### src/rtl/soc_pkg.sv
`default_nettype none

package soc_pkg;

  // Master side of the peripheral bus, held while req is high
  typedef struct packed {
    logic [15:0] addr;
    logic [15:0] wdata;
    logic        write;
  } bus_req_t;

  typedef struct packed {
    logic [15:0] rdata;
    logic        fault;
  } bus_rsp_t;

  typedef enum logic [2:0] {
    REG_NONE,
    REG_SWITCH,
    REG_ENCODER,
    REG_UART,
    REG_DISPLAY
  } soc_region_e;

  // Word addresses
  localparam logic [15:0] SWITCH_BASE  = 16'h8000;
  localparam logic [15:0] ENCODER_BASE = 16'h8010;
  localparam logic [15:0] UART_BASE    = 16'h8020;
  localparam logic [15:0] DISPLAY_BASE = 16'h8030;

  typedef enum logic [2:0] {
    RGB_RED   = 3'b100,
    RGB_GREEN = 3'b010,
    RGB_BLUE  = 3'b001
  } rgb_color_e;

  // Shared write/strobe bus to every peripheral
  typedef struct packed {
    logic [1:0]  addr;
    logic [15:0] wdata;
    logic        write;
    logic        strobe;
  } periph_wr_t;

endpackage

`default_nettype wire

### src/rtl/mem_select.sv
`default_nettype none

module mem_select
  import soc_pkg::*;
(
  input  wire          clock_50,
  input  wire          rst_n,
  input  wire bus_req_t bus_req,
  input  wire          req,
  output logic         ack,
  output bus_rsp_t     bus_rsp,
  input  wire  [7:0]   sw,
  output periph_wr_t   periph,
  output logic         sel_encoder,
  output logic         sel_uart,
  output logic         sel_display,
  input  wire  [15:0]  encoder_rdata,
  input  wire  [15:0]  uart_rdata,
  output soc_region_e  region
);

  typedef enum logic [1:0] {IDLE, STROBE, RESP, WAIT_LOW} state_e;

  state_e      state;
  soc_region_e region_d;
  logic        sel_switch;
  logic        strobe;
  logic [15:0] rdata_mux;

  always_comb begin
    if (bus_req.addr == SWITCH_BASE)
      region_d = REG_SWITCH;
    else if (bus_req.addr[15:2] == ENCODER_BASE[15:2])
      region_d = REG_ENCODER;
    else if (bus_req.addr[15:2] == UART_BASE[15:2])
      region_d = REG_UART;
    else if (bus_req.addr == DISPLAY_BASE)
      region_d = REG_DISPLAY;
    else
      region_d = REG_NONE;
  end

  always_ff @(posedge clock_50 or negedge rst_n) begin
    if (!rst_n) begin
      state  <= IDLE;
      region <= REG_NONE;
    end else begin
      case (state)
        IDLE: begin
          if (req) begin
            state  <= STROBE;
            region <= region_d;
          end
        end
        STROBE: state <= RESP;
        RESP: state <= req ? WAIT_LOW : IDLE;
        WAIT_LOW: begin
          if (!req)
            state <= IDLE;
        end
        default: state <= IDLE;
      endcase
    end
  end

  assign strobe      = (state == STROBE);
  assign sel_switch  = strobe && (region == REG_SWITCH);
  assign sel_encoder = strobe && (region == REG_ENCODER);
  assign sel_uart    = strobe && (region == REG_UART);
  assign sel_display = strobe && (region == REG_DISPLAY);
  assign ack         = (state == RESP) || (state == WAIT_LOW);

  // bus_req is stable for the whole access
  assign periph = '{addr: bus_req.addr[1:0], wdata: bus_req.wdata,
                    write: bus_req.write, strobe: strobe};

  // Display returns nothing, so it reads back as zero
  assign rdata_mux = (sel_switch  ? {8'h00, sw}   : 16'h0000) |
                     (sel_encoder ? encoder_rdata : 16'h0000) |
                     (sel_uart    ? uart_rdata    : 16'h0000);

  always_ff @(posedge clock_50) begin
    if (strobe) begin
      bus_rsp.rdata <= rdata_mux;
      bus_rsp.fault <= (region == REG_NONE);
    end
  end

  assert property (@(posedge clock_50) disable iff (!rst_n)
    $fell(ack) |-> !$past(req))
    else $error("ack dropped while req was still high");

  assert property (@(posedge clock_50) disable iff (!rst_n)
    $onehot0({sel_switch, sel_encoder, sel_uart, sel_display}))
    else $error("more than one peripheral selected");

endmodule

`default_nettype wire

### src/rtl/uart.sv
`default_nettype none

module uart
  import soc_pkg::*;
#(
  parameter int BAUD_DIV = 434
) (
  input  wire             clock_50,
  input  wire             rst_n,
  input  wire periph_wr_t periph,
  input  wire             sel,
  output logic [15:0]     rdata,
  input  wire             rx,
  output logic            tx
);

  localparam int CW = $clog2(BAUD_DIV + 1);

  logic          acc;
  logic          wr_data;
  logic          rd_data;
  logic          wr_status;
  logic          tx_busy;
  logic          tx_load;
  logic          tx_tick;
  logic [9:0]    tx_shift;
  logic [CW-1:0] tx_cnt;
  logic [3:0]    tx_bitn;
  logic          tx_dropped;
  logic [1:0]    rx_sync;
  logic          rx_active;
  logic          rx_tick;
  logic          rx_done;
  logic [CW-1:0] rx_cnt;
  logic [3:0]    rx_bitn;
  logic [7:0]    rx_shift;
  logic [7:0]    rx_data;
  logic          rx_valid;
  logic          rx_overrun;

  assign acc       = sel && periph.strobe;
  assign wr_data   = acc && periph.write && (periph.addr == 2'd0);
  assign rd_data   = acc && !periph.write && (periph.addr == 2'd0);
  assign wr_status = acc && periph.write && (periph.addr == 2'd1);

  // Transmit frame is start bit, 8 data bits LSB first and stop bit
  assign tx_load = wr_data && !tx_busy;
  assign tx_tick = tx_busy && (tx_cnt == CW'(BAUD_DIV - 1));

  always_ff @(posedge clock_50 or negedge rst_n) begin
    if (!rst_n) begin
      tx_busy <= 1'b0;
      tx_cnt  <= '0;
      tx_bitn <= '0;
    end else if (tx_load) begin
      tx_busy <= 1'b1;
      tx_cnt  <= '0;
      tx_bitn <= '0;
    end else if (tx_tick) begin
      tx_cnt  <= '0;
      tx_bitn <= tx_bitn + 4'd1;
      if (tx_bitn == 4'd9)
        tx_busy <= 1'b0;
    end else if (tx_busy) begin
      tx_cnt <= tx_cnt + CW'(1);
    end
  end

  always_ff @(posedge clock_50) begin
    if (tx_load)
      tx_shift <= {1'b1, periph.wdata[7:0], 1'b0};
    else if (tx_tick)
      tx_shift <= {1'b1, tx_shift[9:1]};
  end

  assign tx = tx_busy ? tx_shift[0] : 1'b1;

  // Receiver samples mid-bit from half a bit after the falling edge
  assign rx_tick = rx_active && (rx_cnt == '0);
  assign rx_done = rx_tick && (rx_bitn == 4'd9) && rx_sync[1];

  always_ff @(posedge clock_50 or negedge rst_n) begin
    if (!rst_n) begin
      rx_sync   <= 2'b11;
      rx_active <= 1'b0;
      rx_cnt    <= '0;
      rx_bitn   <= '0;
    end else begin
      rx_sync <= {rx_sync[0], rx};
      if (!rx_active) begin
        if (!rx_sync[1]) begin
          rx_active <= 1'b1;
          rx_cnt    <= CW'(BAUD_DIV / 2);
          rx_bitn   <= '0;
        end
      end else if (rx_tick) begin
        rx_cnt  <= CW'(BAUD_DIV - 1);
        rx_bitn <= rx_bitn + 4'd1;
        // False start or stop bit reached
        if ((rx_bitn == 4'd0 && rx_sync[1]) || rx_bitn == 4'd9)
          rx_active <= 1'b0;
      end else begin
        rx_cnt <= rx_cnt - CW'(1);
      end
    end
  end

  always_ff @(posedge clock_50) begin
    if (rx_tick && rx_bitn != 4'd0 && rx_bitn != 4'd9)
      rx_shift <= {rx_sync[1], rx_shift[7:1]};
    if (rx_done)
      rx_data <= rx_shift;
  end

  always_ff @(posedge clock_50 or negedge rst_n) begin
    if (!rst_n) begin
      rx_valid   <= 1'b0;
      rx_overrun <= 1'b0;
      tx_dropped <= 1'b0;
    end else begin
      if (wr_status) begin
        rx_overrun <= 1'b0;
        tx_dropped <= 1'b0;
      end
      if (wr_data && tx_busy)
        tx_dropped <= 1'b1;
      if (rx_done) begin
        rx_valid <= 1'b1;
        if (rx_valid && !rd_data)
          rx_overrun <= 1'b1;
      end else if (rd_data) begin
        rx_valid <= 1'b0;
      end
    end
  end

  always_comb begin
    case (periph.addr)
      2'd0:    rdata = {8'h00, rx_data};
      2'd1:    rdata = {12'h000, tx_dropped, rx_overrun, tx_busy, rx_valid};
      default: rdata = 16'h0000;
    endcase
  end

  assert property (@(posedge clock_50) disable iff (!rst_n)
    (tx_busy && !tx_tick) |=> $stable(tx_shift))
    else $error("transmit shift register loaded while busy");

endmodule

`default_nettype wire

### src/rtl/rgb_enc.sv
`default_nettype none

module rgb_enc
  import soc_pkg::*;
(
  input  wire             clock_50,
  input  wire             rst_n,
  input  wire periph_wr_t periph,
  input  wire             sel,
  output logic [15:0]     rdata,
  input  wire  [1:0]      quad,
  input  wire             button,
  output rgb_color_e      rgb
);

  logic [1:0] quad_s1;
  logic [1:0] quad_s2;
  logic [1:0] quad_prev;
  logic [2:0] btn_sync;
  logic [4:0] pos;
  logic       pressed;
  logic       step_up;
  logic       step_dn;
  logic       wr_pos;
  logic       wr_btn;

  assign wr_pos = sel && periph.strobe && periph.write && (periph.addr == 2'd0);
  assign wr_btn = sel && periph.strobe && periph.write && (periph.addr == 2'd1);

  // Gray order 00 01 11 10 counts up
  always_comb begin
    step_up = 1'b0;
    step_dn = 1'b0;
    case ({quad_prev, quad_s2})
      4'b0001, 4'b0111, 4'b1110, 4'b1000: step_up = 1'b1;
      4'b0010, 4'b1011, 4'b1101, 4'b0100: step_dn = 1'b1;
      default: ;
    endcase
  end

  always_ff @(posedge clock_50 or negedge rst_n) begin
    if (!rst_n) begin
      quad_s1   <= 2'b00;
      quad_s2   <= 2'b00;
      quad_prev <= 2'b00;
      btn_sync  <= 3'b000;
      pos       <= 5'd0;
      pressed   <= 1'b0;
    end else begin
      quad_s1   <= quad;
      quad_s2   <= quad_s1;
      quad_prev <= quad_s2;
      btn_sync  <= {btn_sync[1:0], button};
      if (wr_pos)
        pos <= 5'(periph.wdata % 16'd24);
      else if (step_up)
        pos <= (pos == 5'd23) ? 5'd0 : pos + 5'd1;
      else if (step_dn)
        pos <= (pos == 5'd0) ? 5'd23 : pos - 5'd1;
      // A new press wins over a clear
      if (btn_sync[1] && !btn_sync[2])
        pressed <= 1'b1;
      else if (wr_btn)
        pressed <= 1'b0;
    end
  end

  assign rdata = (periph.addr == 2'd0) ? {11'd0, pos} :
                 (periph.addr == 2'd1) ? {15'd0, pressed} : 16'h0000;

  always_comb begin
    if (pos < 5'd8)
      rgb = RGB_RED;
    else if (pos < 5'd16)
      rgb = RGB_GREEN;
    else
      rgb = RGB_BLUE;
  end

  assert property (@(posedge clock_50) disable iff (!rst_n) pos <= 5'd23)
    else $error("encoder position out of range");

endmodule

`default_nettype wire

### src/rtl/status_display.sv
`default_nettype none

module status_display
  import soc_pkg::*;
(
  input  wire             clock_50,
  input  wire             rst_n,
  input  wire periph_wr_t periph,
  input  wire             sel,
  input  wire  [15:0]     bus_addr,
  input  wire soc_region_e region,
  input  wire             strobe_any,
  output logic [6:0]      hex0,
  output logic [6:0]      hex1,
  output logic [6:0]      hex2,
  output logic [6:0]      hex3,
  output logic [6:0]      hex4,
  output logic [6:0]      hex5,
  output logic [6:0]      hex6,
  output logic [6:0]      hex7,
  output logic [8:0]      ledg
);

  logic [15:0] addr_q;
  logic [15:0] value;

  // Segments gfedcba, low is lit
  function automatic logic [6:0] hex_to_seg(input logic [3:0] nib);
    case (nib)
      4'h0: return 7'h40;
      4'h1: return 7'h79;
      4'h2: return 7'h24;
      4'h3: return 7'h30;
      4'h4: return 7'h19;
      4'h5: return 7'h12;
      4'h6: return 7'h02;
      4'h7: return 7'h78;
      4'h8: return 7'h00;
      4'h9: return 7'h10;
      4'hA: return 7'h08;
      4'hB: return 7'h03;
      4'hC: return 7'h46;
      4'hD: return 7'h21;
      4'hE: return 7'h06;
      default: return 7'h0E;
    endcase
  endfunction

  always_ff @(posedge clock_50 or negedge rst_n) begin
    if (!rst_n) begin
      addr_q <= 16'h0000;
      value  <= 16'h0000;
      ledg   <= 9'd0;
    end else begin
      if (strobe_any) begin
        addr_q <= bus_addr;
        ledg   <= {region == REG_NONE, 4'b0000, region == REG_SWITCH,
                   region == REG_ENCODER, region == REG_UART, region == REG_DISPLAY};
      end
      if (sel && periph.strobe && periph.write && periph.addr == 2'd0)
        value <= periph.wdata;
    end
  end

  assign hex0 = hex_to_seg(value[3:0]);
  assign hex1 = hex_to_seg(value[7:4]);
  assign hex2 = hex_to_seg(value[11:8]);
  assign hex3 = hex_to_seg(value[15:12]);
  assign hex4 = hex_to_seg(addr_q[3:0]);
  assign hex5 = hex_to_seg(addr_q[7:4]);
  assign hex6 = hex_to_seg(addr_q[11:8]);
  assign hex7 = hex_to_seg(addr_q[15:12]);

endmodule

`default_nettype wire

### src/rtl/soc.sv
`default_nettype none

module soc
  import soc_pkg::*;
#(
  parameter int BAUD_DIV = 434
) (
  input  wire           clock_50,
  input  wire           rst_n,
  input  wire bus_req_t bus_req,
  input  wire           req,
  output logic          ack,
  output bus_rsp_t      bus_rsp,
  input  wire  [7:0]    sw,
  input  wire  [1:0]    quad,
  input  wire           pb,
  input  wire           serial_rx,
  output logic          serial_tx,
  output rgb_color_e    rgb,
  output logic [6:0]    hex0,
  output logic [6:0]    hex1,
  output logic [6:0]    hex2,
  output logic [6:0]    hex3,
  output logic [6:0]    hex4,
  output logic [6:0]    hex5,
  output logic [6:0]    hex6,
  output logic [6:0]    hex7,
  output logic [8:0]    ledg
);

  logic [1:0]  rst_sync;
  logic        sys_rst_n;
  periph_wr_t  periph;
  logic        sel_encoder;
  logic        sel_uart;
  logic        sel_display;
  logic [15:0] encoder_rdata;
  logic [15:0] uart_rdata;
  soc_region_e region;

  // Asserts at once, releases two clocks later
  always_ff @(posedge clock_50 or negedge rst_n) begin
    if (!rst_n)
      rst_sync <= 2'b00;
    else
      rst_sync <= {rst_sync[0], 1'b1};
  end

  assign sys_rst_n = rst_sync[1];

  mem_select u_mem_select (
    .clock_50(clock_50), .rst_n(sys_rst_n),
    .bus_req(bus_req), .req(req), .ack(ack), .bus_rsp(bus_rsp),
    .sw(sw), .periph(periph),
    .sel_encoder(sel_encoder), .sel_uart(sel_uart), .sel_display(sel_display),
    .encoder_rdata(encoder_rdata), .uart_rdata(uart_rdata), .region(region)
  );

  uart #(.BAUD_DIV(BAUD_DIV)) u_uart (
    .clock_50(clock_50), .rst_n(sys_rst_n), .periph(periph), .sel(sel_uart),
    .rdata(uart_rdata), .rx(serial_rx), .tx(serial_tx)
  );

  rgb_enc u_rgb_enc (
    .clock_50(clock_50), .rst_n(sys_rst_n), .periph(periph), .sel(sel_encoder),
    .rdata(encoder_rdata), .quad(quad), .button(pb), .rgb(rgb)
  );

  status_display u_status_display (
    .clock_50(clock_50), .rst_n(sys_rst_n), .periph(periph), .sel(sel_display),
    .bus_addr(bus_req.addr), .region(region), .strobe_any(periph.strobe),
    .hex0(hex0), .hex1(hex1), .hex2(hex2), .hex3(hex3),
    .hex4(hex4), .hex5(hex5), .hex6(hex6), .hex7(hex7), .ledg(ledg)
  );

endmodule

`default_nettype wire

### config.mk
export PLATFORM = sky130hd
export DESIGN_NAME = soc
export DESIGN_NICKNAME = d
export VERILOG_FILES = /design/src/rtl/soc_pkg.sv /design/src/rtl/mem_select.sv /design/src/rtl/uart.sv /design/src/rtl/rgb_enc.sv /design/src/rtl/status_display.sv /design/src/rtl/soc.sv
export SDC_FILE = /design/constraint.sdc
export NUM_CORES = 1
export LEC_CHECK = 0
export BUFFER_PORTS_ARGS = -buffer_cell sky130_fd_sc_hd__buf_2
export CORE_UTILIZATION = 52
export DETAILED_ROUTE_END_ITERATION = 12
export MAX_ROUTING_LAYER = met4
export PLACE_DENSITY_LB_ADDON = 0.12
export SETUP_SLACK_MARGIN = 0.5
export SLEW_MARGIN = 20
export SYNTH_ARGS = -nofsm -noshare
export SYNTH_HDL_FRONTEND = slang
export SYNTH_SLANG_ARGS = --single-unit
### constraint.sdc
create_clock -name clock_50 -period 2.6 [get_ports clock_50]
set_input_delay 0.13 -clock clock_50 [delete_from_list [all_inputs] [get_ports clock_50]]
set_output_delay 0.13 -clock clock_50 [all_outputs]
set_load 0.02 [all_outputs]
==> flow_summary.toml <==
[power_and_ir_drop]
p_leak_nw = 4.65
fin_total_pwr_mw = 7.95
peakVddDrop_uv = 647
pwr_density_cell_nw_per_um2 = 752

[logic_synthesis]
avgSynthCellArea_um2 = 9.96
synth_area_um2 = 8280
syn_inst = 831
ys_ff_latch = 126
synth_seq_area_share_pct = 40.0
synth_top_area_share_pct = 27.2
ys.flop_type = "dfrtp_1"
yosys_warnings = 0
async_flop_share_pct = 73.0
yosysUniqueCellTypes = 78
yosysTopAreaCell = "dfrtp_1"
synth_area_leaders = "dfrtp_1 27%, edfxtp_1 12%, ha_1 8.8%"
synth_edf_count = 33

[die]
initial_utilization_pct = 53.9
ioPinCount = 135
core_um2 = 15400
die_width_um = 128
die_h_um = 128
row_count = 45
die-area_um2 = 16400

[finish]
syn_to_final_growth_pct = 27.8
drive_gt1_share_pct = 35.6
multi_input_area_um2 = 4840
nFillCells = 1141
register_area_um2 = 3350
finalNonFillerCells = 1224
nNetsFinal = 1106
diodes = 0

[worst_setup_path]
rr_endpoint = "u_uart.rx_data[1]$_DFFE_PP_"
cp.arrival_ps = 2650
critPathLaunchType = "register"
path_max_fanout = 8
ff2ff_setup_slack_ps = 80
regToRegStartpoint = "u_uart.rx_cnt[1]$_DFFE_PN0P_"
worstSetupPathType = "reg -> reg"
required_ps = 2730
endpoint_kind = "register"
ff2ff_path_depth = 8

[clocking]
cts_buffer_depth = 2
cts-root-buf = "clkbuf_16"
clk_pin_slew_ps = 60
cts_tree = "done"
cts.htree.levels = 4
numCtsBuffers = 17
worst_skew_pair.late_latency_ps = 420
clock_sink_count = 126

[detailed_routing]
dr.pass1.iters = 5
wl_um = 19500
viasPerCell = 5.60
drt_iter0_drc = 355
routedWlPerCell_um = 16.0
vias = 6857
final_antenna_net_count = 0
drcViolationCount = 0

[global_routing]
grt_antenna_before_repair = 0
grt_overflow = 0
track_usage_pct = 24.6
grt_max_degree = 53
grt_pass1_vias = 6505
grt_pass1_wl_um = 31300

[timing]
layout_min_cycle_time_ps = 2520
rsz0062_at_grt = "yes"
hold_viol_final = 0
period_share_pct = 96.9
tightestPinTransition_ps = 677
slew_headroom_pct = 54.7
setup_violations = 0
setup_slack_ps = 81.2
hold_slack_ps = 17.0
max_freq_ghz = 0.397
final_max_slew_viol_count = 0
fin_worst_skew_ps = 7.88

[placement]
dpl.hpwl_um = 13400
dp_cells = 1129
dp_slack_ps = -37.3
place_congestion = 0.892
port_buffers = 122

[status]
status = "finished, final reports clean"

[worst_hold_path]
hp-class = "in -> async"

[job]
drv_cap = 0
==> cell usage in the layout (no fill, tap or decap), types with 14 or more instances in the layout <==
cell type	count
o21ai_0	40
xor2_1	14
nor2_1	77
nand3_1	22
ha_1	43
mux2i_1	29
a21oi_1	31
clkbuf_16	20
dfrtp_2	22
dfrtp_1	67
inv_1	29
buf_4	51
edfxtp_1	33
a22o_1	27
nor2b_1	14
nand2_1	53
mux2_2	31
dlygate4sd3_1	22
buf_2	114
==> Yosys cell counts (all sizes together) (15+ instances only) <==
cell type and number:
mux2 31, nand2 53, inv 47, nand3 23, a22o 28, clkbuf 33
mux2i 30, dfrtp 90, edfxtp 33, ha 58, o21ai 49, o31ai 15
buf 24, a21oi 34, nor2 78
==> state kept, by name, indices dropped and copies added (netlist names), 3 cells and up <==
register and flops:
u_uart.tx_bitn 4, u_mem_select.bus_rsp 9, u_uart.tx_cnt 9, u_uart.rx_data 8, u_status_display.addr_q 16, u_status_display.ledg 5, u_rgb_enc.btn_sync 3, u_rgb_enc.pos 5
u_status_display.value 16, u_uart.rx_shift 8, u_uart.tx_shift 9, u_uart.rx_cnt 9, u_mem_select.region 3, u_uart.rx_bitn 4
==> power breakdown <==
part,internal (mW),switching (mW)
clock network,1.51,0.873
registers,2.28,0.459
logic,1.32,1.52
==> routing by layer <==
metal | part of all wire [%] | vias to the layer above | track usage, %
met5 | 0 | - | -
met2 | 50 | 167 | 40.4
met4 | 1.4 | 0 | 6.78
li1 | - | 3311 | -
met3 | 3.9 | 23 | 4.92
met1 | 44 | 3356 | 30.9
==> how the worst max path moves through the flow <==
stage | start | to | slack, ps | cells past startpoint
after floorplan | u_uart.rx_cnt[0]$_DFFE_PN0P_ | u_uart.rx_data[0]$_DFFE_PP_ | -40 | 9
after global placement | u_uart.rx_cnt[1]$_DFFE_PN0P_ | u_uart.rx_data[7]$_DFFE_PP_ | 60 | 8
after detailed placement | bus_req[14] | u_rgb_enc.pos[3]$_DFFE_PN0P_ | -40 | 11
after CTS | u_uart.rx_cnt[1]$_DFFE_PN0P_ | u_uart.rx_data[1]$_DFFE_PP_ | 100 | 8
after global routing | u_uart.rx_cnt[1]$_DFFE_PN0P_ | u_uart.rx_data[1]$_DFFE_PP_ | 20 | 8
final | u_uart.rx_cnt[1]$_DFFE_PN0P_ | u_uart.rx_data[1]$_DFFE_PP_ | 80 | 8
==> area by class of cell <==
cell class	count	share of cell area (%)
repair buffers	197	12.4
well taps	211	2.50
multi-input cells	611	45.8
clock inverters	11	0.946
clock buffers	21	4.86
inverters	47	1.94
flip-flops and latches	126	31.6
==> critical path: stages (launching register included) <==
cell	delay, ps
dfrtp_1	390
inv_2	80
ha_4	140
nand2b_4	60
or3_4	330
or2_4	240
or4_4	420
or4_4	470
inv_6	110
==> timing repair <==
action	in CTS	in global routing
resized for setup	46	78
endpoints found under the setup margin	46	55
cloned	0	1
pin swaps	5	20
buffers inserted	13	27
hold buffers	21	1
hold endpoints to repair	23	1
==> cells by family (layout without fill, tap and decap cells) <==
group,after synthesis,count (layout),share of synthesized area (%)
compound gates,186,186,16.1
xor+xnor,26,26,2.75
fa+ha+maj,58,58,8.76
buf+inv,106,276,5.91
flops,126,126,40.0
mux,69,69,10.1
other cells,2,13,0.0907
simple gates,258,259,16.2
==> per-stage QoR <==
| step | instance area [um^2] | TNS (ps) | utilization [%] |
|---|---|---|---|
| after global placement | 9040 | 0 | 58.8 |
| after global routing | 10600 | 0 | 68.8 |
| final | 10600 | 0 | 68.8 |
| after CTS | 10100 | 0 | 65.5 |
| after floorplan | 8380 | -316 | - |
| after detailed placement | 9040 | -37.3 | 58.8 |
Note: power is estimated with default switching activity, not from simulation.
